$ cat src/design/raster_pkg.sv
`default_nettype none

package raster_pkg;

    // fixed point format, signed Q16.16
    localparam int WORD_WIDTH = 32;
    localparam int FRAC_BITS = 16;

    localparam int SCR_WIDTH = 320;
    localparam int SCR_HEIGHT = 240;
    localparam int SC_WIDTH = $clog2(SCR_WIDTH > SCR_HEIGHT ? SCR_WIDTH : SCR_HEIGHT);

    localparam int FX_ONE = 1 << FRAC_BITS;

    // one load cycle plus one step per bit of the 33-bit dividend 2^32
    localparam int RECIP_CYCLES = WORD_WIDTH + 2;

    typedef logic signed [WORD_WIDTH-1:0] word_t;

    typedef struct packed {
        word_t x;
        word_t y;
    } vertex_t;

    typedef struct packed {
        vertex_t v0;
        vertex_t v1;
        vertex_t v2;
    } tri_t;

    typedef struct packed {
        logic [SC_WIDTH-1:0] x;
        logic [SC_WIDTH-1:0] y;
        logic                last;
    } pos_t;

    typedef struct packed {
        logic [SC_WIDTH-1:0] x;
        logic [SC_WIDTH-1:0] y;
        logic                last;
        word_t               l0;
        word_t               l1;
        word_t               l2;
    } frag_t;

    // Q16.16 product, rounded towards minus infinity
    function automatic word_t fx_mul(input word_t a, input word_t b);
        logic signed [2*WORD_WIDTH-1:0] prod;
        prod = a * b;
        prod = prod >>> FRAC_BITS;
        return prod[WORD_WIDTH-1:0];
    endfunction

endpackage

`default_nettype wire

$ cat src/design/fixed_recip.sv
`timescale 1ns/1ps
`default_nettype none

module fixed_recip
    import raster_pkg::*;
(
    input  wire   clk_i,
    input  wire   nrst_i,
    input  wire   start_i,
    input  wire   word_t den_i,
    output logic  done_o,
    output word_t q_o
);

    logic [$clog2(RECIP_CYCLES)-1:0] cnt;
    logic busy;

    logic [WORD_WIDTH-1:0] dmag;    // divisor magnitude
    logic [WORD_WIDTH-1:0] rem;
    logic [WORD_WIDTH-1:0] quo;
    logic [WORD_WIDTH:0]   num;     // dividend bits left, msb first
    logic neg;
    logic zero;

    logic [WORD_WIDTH:0] trial;
    logic fits;

    assign trial = {rem, num[WORD_WIDTH]};
    assign fits = trial >= {1'b0, dmag};

    always_ff @(posedge clk_i or negedge nrst_i) begin
        if (!nrst_i) begin
            busy <= 1'b0;
            cnt <= '0;
            done_o <= 1'b0;
        end else begin
            done_o <= 1'b0;
            if (start_i) begin
                busy <= 1'b1;
                cnt <= $bits(cnt)'(RECIP_CYCLES - 1);
            end else if (busy) begin
                cnt <= cnt - 1'b1;
                if (cnt == 1) begin // final step lands on this edge
                    busy <= 1'b0;
                    done_o <= 1'b1;
                end
            end
        end
    end

    always_ff @(posedge clk_i) begin
        if (start_i) begin
            dmag <= den_i[WORD_WIDTH-1] ? -den_i : den_i;
            neg <= den_i[WORD_WIDTH-1];
            zero <= den_i == '0;
            rem <= '0;
            quo <= '0;
            num <= {1'b1, {WORD_WIDTH{1'b0}}};  // 2^32, i.e. 1.0 squared
        end else if (busy) begin
            // remainder stays below dmag so it fits one word
            rem <= WORD_WIDTH'(fits ? trial - {1'b0, dmag} : trial);
            quo <= {quo[WORD_WIDTH-2:0], fits};
            num <= num << 1;
        end
    end

    // quotient overflow above bit 31 is dropped, matching a truncated word
    assign q_o = zero ? '0 : (neg ? -quo : quo);

endmodule

`default_nettype wire

$ cat src/design/pixel_scanner.sv
`timescale 1ns/1ps
`default_nettype none

module pixel_scanner
    import raster_pkg::*;
(
    input  wire   clk_i,
    input  wire   nrst_i,
    input  wire   start_i,
    input  wire   tri_t tri_i,
    output logic  pos_valid_o,
    output pos_t  pos_o,
    input  wire   pos_ready_i
);

    logic [SC_WIDTH-1:0] box_x_min, box_x_max, box_y_min, box_y_max;
    logic [SC_WIDTH-1:0] x_min, x_max, y_max;
    logic [SC_WIDTH-1:0] x_cur, y_cur;
    logic at_x_end;
    logic at_y_end;

    function automatic word_t min3(input word_t a, input word_t b, input word_t c);
        word_t m;
        m = (a < b) ? a : b;
        return (m < c) ? m : c;
    endfunction

    function automatic word_t max3(input word_t a, input word_t b, input word_t c);
        word_t m;
        m = (a > b) ? a : b;
        return (m > c) ? m : c;
    endfunction

    // integer part, clamped into [0, limit - 1]
    function automatic logic [SC_WIDTH-1:0] to_screen(input word_t v, input int limit);
        word_t ip;
        ip = v >>> FRAC_BITS;
        if (ip < 0)
            return '0;
        if (ip > limit - 1)
            return SC_WIDTH'(limit - 1);
        return ip[SC_WIDTH-1:0];
    endfunction

    assign box_x_min = to_screen(min3(tri_i.v0.x, tri_i.v1.x, tri_i.v2.x), SCR_WIDTH);
    assign box_x_max = to_screen(max3(tri_i.v0.x, tri_i.v1.x, tri_i.v2.x), SCR_WIDTH);
    assign box_y_min = to_screen(min3(tri_i.v0.y, tri_i.v1.y, tri_i.v2.y), SCR_HEIGHT);
    assign box_y_max = to_screen(max3(tri_i.v0.y, tri_i.v1.y, tri_i.v2.y), SCR_HEIGHT);

    always_ff @(posedge clk_i) begin
        if (start_i) begin
            x_min <= box_x_min;
            x_max <= box_x_max;
            y_max <= box_y_max;
        end
    end

    assign at_x_end = x_cur == x_max;
    assign at_y_end = y_cur == y_max;

    always_ff @(posedge clk_i or negedge nrst_i) begin
        if (!nrst_i) begin
            pos_valid_o <= 1'b0;
            x_cur <= '0;
            y_cur <= '0;
        end else if (start_i) begin
            pos_valid_o <= 1'b1;
            x_cur <= box_x_min;
            y_cur <= box_y_min;
        end else if (pos_valid_o && pos_ready_i) begin
            if (at_x_end) begin
                x_cur <= x_min;
                if (at_y_end)
                    pos_valid_o <= 1'b0;   // bottom-right pixel gone
                else
                    y_cur <= y_cur + 1'b1;
            end else begin
                x_cur <= x_cur + 1'b1;
            end
        end
    end

    assign pos_o = '{x: x_cur, y: y_cur, last: at_x_end && at_y_end};

endmodule

`default_nettype wire

$ cat src/design/bary_pipe.sv
`timescale 1ns/1ps
`default_nettype none

module bary_pipe
    import raster_pkg::*;
(
    input  wire   clk_i,
    input  wire   nrst_i,
    input  wire   run_i,
    input  wire   tri_t tri_i,
    output logic  init_o,
    output logic  discard_o,
    output logic  busy_o,
    output logic  recip_start_o,
    output word_t recip_den_o,
    input  wire   recip_done_i,
    input  wire   word_t recip_q_i,
    output logic  scan_start_o,
    output tri_t  scan_tri_o,
    input  wire   pos_valid_i,
    input  wire   pos_t pos_i,
    output logic  pos_ready_o,
    output logic  frag_valid_o,
    output frag_t frag_o,
    input  wire   frag_ready_i
);

    typedef enum logic [4:0] {
        S_IDLE, S_SETUP1, S_SETUP2, S_SETUP3, S_SETUP4, S_SETUP5, S_SETUP6, S_SETUP7,
        S_SETUP8, S_RECIP, S_INIT, S_AWAIT_POS, S_RUN1, S_RUN2, S_RUN3, S_RUN4,
        S_RUN5, S_RUN6, S_RUN7, S_RUN8, S_FRAG, S_DONE
    } state_t;

    state_t state;

    tri_t tri_q;
    pos_t pix;

    // edge terms and setup partials
    word_t dy12, dx21, dx02, dy20, ny20, dx10;
    word_t sy10, sy21, sy02;
    word_t det, area, inv;

    // per pixel
    word_t ta, tb, sum, p0, p1;
    word_t w0, w1, w2;

    // shared arithmetic units
    word_t add_a, add_b, add_y;
    word_t sub_a, sub_b, sub_y;
    word_t mul_a, mul_b, mul_y;

    assign add_y = add_a + add_b;
    assign sub_y = sub_a - sub_b;
    assign mul_y = fx_mul(mul_a, mul_b);

    always_comb begin
        add_a = '0;
        add_b = '0;
        sub_a = '0;
        sub_b = '0;
        mul_a = '0;
        mul_b = '0;
        case (state)
            S_SETUP1: begin
                sub_a = tri_q.v1.y;  sub_b = tri_q.v2.y;
                add_a = tri_q.v1.y;  add_b = tri_q.v0.y;
            end
            S_SETUP2: begin
                sub_a = tri_q.v0.x;  sub_b = tri_q.v2.x;
                add_a = tri_q.v2.y;  add_b = tri_q.v1.y;
            end
            S_SETUP3: begin
                sub_a = tri_q.v2.x;  sub_b = tri_q.v1.x;
                add_a = tri_q.v0.y;  add_b = tri_q.v2.y;
                mul_a = dy12;        mul_b = dx02;      // first det product
            end
            S_SETUP4: begin
                sub_a = tri_q.v0.y;  sub_b = tri_q.v2.y;
                mul_a = dx02;        mul_b = sy02;      // area, edge 2 to 0
            end
            S_SETUP5: begin
                sub_a = tri_q.v1.x;  sub_b = tri_q.v0.x;
                mul_a = dx21;        mul_b = ny20;
            end
            S_SETUP6: begin
                sub_a = tri_q.v2.y;  sub_b = tri_q.v0.y;
                mul_a = dx21;        mul_b = sy21;
                add_a = det;         add_b = p0;
            end
            S_SETUP7: begin
                mul_a = dx10;        mul_b = sy10;
                add_a = area;        add_b = p1;
            end
            S_SETUP8: begin
                add_a = area;        add_b = p0;
            end
            S_AWAIT_POS: begin
                sub_a = word_t'(pos_i.x) << FRAC_BITS;
                sub_b = tri_q.v2.x;
            end
            S_RUN1: begin
                sub_a = word_t'(pix.y) << FRAC_BITS;
                sub_b = tri_q.v2.y;
                mul_a = dy12;        mul_b = ta;
            end
            S_RUN2: begin
                mul_a = dx21;        mul_b = tb;
            end
            S_RUN3: begin
                add_a = p0;          add_b = p1;
                mul_a = dy20;        mul_b = ta;
            end
            S_RUN4: begin
                mul_a = sum;         mul_b = inv;
            end
            S_RUN5: begin
                mul_a = dx02;        mul_b = tb;
                sub_a = FX_ONE;      sub_b = w0;
            end
            S_RUN6: begin
                add_a = p0;          add_b = p1;
            end
            S_RUN7: begin
                mul_a = sum;         mul_b = inv;
            end
            S_RUN8: begin
                sub_a = w2;          sub_b = w1;
            end
            default: ;
        endcase
    end

    always_ff @(posedge clk_i) begin
        case (state)
            S_IDLE:   if (run_i) tri_q <= tri_i;
            S_SETUP1: begin dy12 <= sub_y; sy10 <= add_y; end
            S_SETUP2: begin dx02 <= sub_y; sy21 <= add_y; end
            S_SETUP3: begin dx21 <= sub_y; sy02 <= add_y; det <= mul_y; end
            S_SETUP4: begin ny20 <= sub_y; area <= mul_y; end
            S_SETUP5: begin dx10 <= sub_y; p0 <= mul_y; end
            S_SETUP6: begin dy20 <= sub_y; p1 <= mul_y; det <= add_y; end
            S_SETUP7: begin p0 <= mul_y; area <= add_y; end
            S_SETUP8: area <= add_y;
            S_RECIP:  if (recip_done_i) inv <= recip_q_i;
            S_AWAIT_POS: begin
                if (pos_valid_i) begin
                    pix <= pos_i;
                    ta <= sub_y;
                end
            end
            S_RUN1: begin tb <= sub_y; p0 <= mul_y; end
            S_RUN2: p1 <= mul_y;
            S_RUN3: begin sum <= add_y; p0 <= mul_y; end
            S_RUN4: w0 <= mul_y;
            S_RUN5: begin p1 <= mul_y; w2 <= sub_y; end
            S_RUN6: sum <= add_y;
            S_RUN7: w1 <= mul_y;
            S_RUN8: w2 <= sub_y;
            default: ;
        endcase
    end

    always_ff @(posedge clk_i or negedge nrst_i) begin
        if (!nrst_i) begin
            state <= S_IDLE;
        end else begin
            case (state)
                S_IDLE:      if (run_i) state <= S_SETUP1;
                S_SETUP1:    state <= S_SETUP2;
                S_SETUP2:    state <= S_SETUP3;
                S_SETUP3:    state <= S_SETUP4;
                S_SETUP4:    state <= S_SETUP5;
                S_SETUP5:    state <= S_SETUP6;
                S_SETUP6:    state <= S_SETUP7;
                S_SETUP7:    state <= S_SETUP8;
                S_SETUP8:    state <= S_RECIP;
                S_RECIP:     if (recip_done_i) state <= S_INIT;
                S_INIT:      state <= (area < 0) ? S_AWAIT_POS : S_IDLE;
                S_AWAIT_POS: if (pos_valid_i) state <= S_RUN1;
                S_RUN1:      state <= S_RUN2;
                S_RUN2:      state <= S_RUN3;
                S_RUN3:      state <= S_RUN4;
                S_RUN4:      state <= S_RUN5;
                S_RUN5:      state <= S_RUN6;
                S_RUN6:      state <= S_RUN7;
                S_RUN7:      state <= S_RUN8;
                S_RUN8:      state <= S_FRAG;
                S_FRAG: begin
                    if (frag_ready_i)
                        state <= pix.last ? S_DONE : S_AWAIT_POS;
                end
                S_DONE:      if (!run_i) state <= S_IDLE;  // wait for run to drop
                default:     state <= S_IDLE;
            endcase
        end
    end

    assign busy_o = (state != S_IDLE) && (state != S_DONE);
    assign init_o = state == S_INIT;
    assign discard_o = init_o && !(area < 0);    // back-facing or degenerate
    assign scan_start_o = init_o && (area < 0);
    assign scan_tri_o = tri_q;

    assign recip_start_o = state == S_SETUP8;    // det settled in setup 6
    assign recip_den_o = det;

    assign pos_ready_o = state == S_AWAIT_POS;

    assign frag_valid_o = state == S_FRAG;
    assign frag_o = '{x: pix.x, y: pix.y, last: pix.last, l0: w0, l1: w1, l2: w2};

endmodule

`default_nettype wire

$ cat src/design/raster_top.sv
`timescale 1ns/1ps
`default_nettype none

module raster_top
    import raster_pkg::*;
(
    input  wire   clk_i,
    input  wire   nrst_i,
    input  wire   run_i,
    input  wire   tri_t tri_i,
    input  wire   frag_ready_i,
    output logic  init_o,
    output logic  discard_o,
    output logic  busy_o,
    output logic  frag_valid_o,
    output frag_t frag_o
);

    logic  recip_start;
    logic  recip_done;
    word_t recip_den;
    word_t recip_q;

    logic scan_start;
    tri_t scan_tri;

    // position stream, scanner to pipe
    logic pos_valid;
    logic pos_ready;
    pos_t pos;

    bary_pipe bary_pipe_inst (
        .clk_i         (clk_i),
        .nrst_i        (nrst_i),
        .run_i         (run_i),
        .tri_i         (tri_i),
        .init_o        (init_o),
        .discard_o     (discard_o),
        .busy_o        (busy_o),
        .recip_start_o (recip_start),
        .recip_den_o   (recip_den),
        .recip_done_i  (recip_done),
        .recip_q_i     (recip_q),
        .scan_start_o  (scan_start),
        .scan_tri_o    (scan_tri),
        .pos_valid_i   (pos_valid),
        .pos_i         (pos),
        .pos_ready_o   (pos_ready),
        .frag_valid_o  (frag_valid_o),
        .frag_o        (frag_o),
        .frag_ready_i  (frag_ready_i)
    );

    fixed_recip fixed_recip_inst (
        .clk_i   (clk_i),
        .nrst_i  (nrst_i),
        .start_i (recip_start),
        .den_i   (recip_den),
        .done_o  (recip_done),
        .q_o     (recip_q)
    );

    pixel_scanner pixel_scanner_inst (
        .clk_i       (clk_i),
        .nrst_i      (nrst_i),
        .start_i     (scan_start),
        .tri_i       (scan_tri),
        .pos_valid_o (pos_valid),
        .pos_o       (pos),
        .pos_ready_i (pos_ready)
    );

endmodule

`default_nettype wire

$ cat config.mk
export PLATFORM = sky130hd
export DESIGN_NAME = raster_top
export DESIGN_NICKNAME = d
export VERILOG_FILES = /design/src/design/raster_pkg.sv /design/src/design/fixed_recip.sv /design/src/design/pixel_scanner.sv /design/src/design/bary_pipe.sv /design/src/design/raster_top.sv
export SDC_FILE = /design/constraint.sdc
export NUM_CORES = 2
export LEC_CHECK = 0
export BUFFER_PORTS_ARGS = -buffer_cell sky130_fd_sc_hd__buf_4
export CORE_MARGIN = 2
export CORE_UTILIZATION = 45
export CTS_BUF_LIST = sky130_fd_sc_hd__clkbuf_8
export DETAILED_ROUTE_END_ITERATION = 8
export PLACE_DENSITY = 0.66
export SLEW_MARGIN = 20
export SYNTH_ARGS = -nofsm -noshare
export SYNTH_HDL_FRONTEND = slang
export SYNTH_SLANG_ARGS = --single-unit
$ cat constraint.sdc
create_clock -name clk_i -period 46.5 [get_ports clk_i]
set_clock_uncertainty 0.05 [all_clocks]
set_input_delay 9.3 -clock clk_i [delete_from_list [all_inputs] [get_ports clk_i]]
set_output_delay 9.3 -clock clk_i [all_outputs]
set_load 0.005 [all_outputs]
==> qor.yml <==
global_route:
  grt_max_degree: 90
  gr-total-overflow: 0
  grt_pass1_vias: 65200
  antenna_found_initial: 13
  track_usage_pct: 34.4
  grt_first_pass_wirelength_mm: 450
clock_tree:
  ctsHoldBuffers: 0
  cts_resized: 0
  root_buffer: "clkbuf_8"
  htree_levels: 4
  clk_path_buf_depth: 3
  cts_tree: "yes"
  clk_pin_slew_worst_paths_ns: 0.06
  postCtsSetupBuffers: 0
  clk_latency_ns: 0.97
  cts_buffers: 161
  clock-sinks: 1009
die:
  coreArea_mm2: 0.178
  initial_core_util_pct: 45.2
  die_width_um: 427
  rows: 155
  fp.dieH_um: 427
  dieArea_mm2: 0.182
  io-pin-count: 315
routing:
  drt-pass1-iter-count: 9
  wl_mm: 313
  drc: 22
  drtIter0Drc: 9512
  final_antenna_net_count: 0
  vias: 64500
  wl_per_cell_um: 29.7
  via_per_inst: 6.14
critical_path:
  arrival_ns: 13.26
  reg2reg_depth: 33
  worstPathMaxFanout: 46
  critical_path_class: "flip-flop to flip-flop"
  cp_slowest_stage_delay_ns: 0.72
  r2r_start: "bary_pipe_inst.state[3]"
  critPathSlowestCell: "nor3b_1"
  crit_required_ns: 47.10
  end_kind: "flip-flop"
  crit_top_cell: "fa_1"
  worstSetupStartpoint: "bary_pipe_inst.state[3]"
  startpoint_type: "flip-flop"
yosys:
  syn_avg_cell_area_um2: 10.4
  synth_cell_types: 90
  synth_edf_count: 912
  synth.top_cell.area_share_pct: 34.0
  syn_nets: 9224
  synth_cells: 7734
  synth_common_cells: "inv_1, nand2_1, edfxtp_1, fa_1, nor2_1"
  synth.most_common_cell: "inv_1"
  synthArstFlopShare_pct: 3.17
  dominantRegCellSynth: "edfxtp_1"
  synth_seq_cells: 1009
  ys_seq_area_share_pct: 36.6
  synth.top_cells.by_area: "edfxtp_1, fa_1, ha_1"
  synth_area_mm2: 0.0806
  yosys_warnings: 0
  yosysTopAreaCell: "edfxtp_1"
place:
  dp_hpwl_mm: 234
  globalplace.congestion: 1.05
  io_buffers: 314
run_status:
  violations: "design-rule violations"
  status: "complete, but fails checks"
timing:
  fmax_mhz: 79.0
  hold_viol_final: 0
  min_period_over_period_pct: 27.2
  tightest_slew_ns: 1.33
  setup_violations: 0
  tns_ns: 0
  rsz0062_at_grt: "no"
  slew_headroom_pct: 11.3
  min_period_ns: 12.66
  finalMaxSlewViolations: 0
finish:
  nets: 9517
  drive_gt1_share_pct: 11.3
  syn_to_final_growth_pct: 11.3
  largest_register_ff_count: 192
worst_hold_path:
  hp-start: "fixed_recip_inst.num[32]"
  worstHoldPathType: "flip-flop to flip-flop"
  hold_depth: 2
flow_run:
  maxCapViolCount: 0
-- per-stage QoR --
step	setup slack [ns]	instances	hold WS [ns]	instance area, um^2	utilization (%)
final	33.84	10500	0.457	89700	50.3
after floorplan	23.17	7734	0.373	80600	-
after global placement	33.98	10200	0.421	86400	48.5
after global routing	33.35	10500	0.483	89700	50.3
after CTS	33.95	10500	0.455	89600	50.3
after detailed placement	33.95	10200	0.446	86400	48.5
-- worst paths after layout --
| path | to | slack, ns |
|---|---|---|
| min in group asynchronous | pixel_scanner_inst.y_cur[0] | 8.33 |
| max in group asynchronous | fixed_recip_inst.busy | 37.48 |
| min reg2reg | fixed_recip_inst.num[32] | 0.46 |
| max | bary_pipe_inst.w1[22] | 33.84 |
| min | fixed_recip_inst.num[32] | 0.46 |
| max reg2reg | bary_pipe_inst.w1[22] | 33.84 |
-- layout by cell type (no fill, tap or decap), types with 29 or more instances in the layout --
master    instances
a211oi_1         36
a21o_1          101
a21oi_1         226
a222oi_1        151
a22o_1           59
a22oi_1         206
and2_1           42
and3_1           37
buf_4           511
clkbuf_8        164
clkinv_1         40
dfrtp_1          30
dfxtp_1          65
edfxtp_1        912
fa_1            841
ha_1            453
inv_1          1134
mux2_2           64
mux2i_1         102
nand2_1         938
nand2b_1         31
nand3_1         148
nand4_1          78
nor2_1          645
nor2b_1          33
nor3_1           42
o211ai_1         29
o21a_1           35
o21ai_0         290
or3_1            49
xnor2_1         149
xor2_1           69
-- per-layer routing --
metal | up-vias | track usage (%) | part of all wire (%)
li1 | 27100 | - | -
met1 | 31800 | 41.6 | 35
met2 | 4475 | 52.7 | 44
met3 | 1114 | 8.88 | 12
met4 | 10 | 26.4 | 9.5
met5 | - | 0 | 0.022
-- worst max-delay path, delay by kind of cell (launching register included) --
| kind | cells | cell delay [ns] |
|---|---|---|
| flip-flops | 1 | 0.63 |
| adder cells (fa/ha/maj) | 9 | 4.39 |
| AO/OA/AOI/OAI | 10 | 2.46 |
| AND/OR/NAND/NOR | 5 | 2.08 |
| buffers and inverters | 8 | 2.17 |
| XOR/XNOR | 1 | 0.48 |
-- layout make-up --
type	count	area (um^2)
Antenna cell	6	15.0
Clock buffer	164	2260
Clock inverter	124	912
Fill cell	15900	88500
Inverter	1104	4150
Multi-Input combinational cell	5238	46000
Sequential cell	1009	29500
Tap cell	2355	2950
Timing Repair Buffer	513	3870
-- logic make-up (layout without fill, tap and decap cells) --
family,after synthesis,count (layout),synth area share [%]
AND/OR/NAND/NOR,2190,2190,11.9
buffers and inverters,1487,1905,6.97
AO/OA/AOI/OAI,1348,1348,11.8
adder cells (fa/ha/maj),1294,1294,27.9
flip-flops,1009,1009,36.6
XOR/XNOR,239,239,2.61
multiplexers,166,166,2.16
other,1,7,0.00465
Power is not shown: default switching activity piles up to over one toggle a cycle in this logic, so the estimate is an artifact.
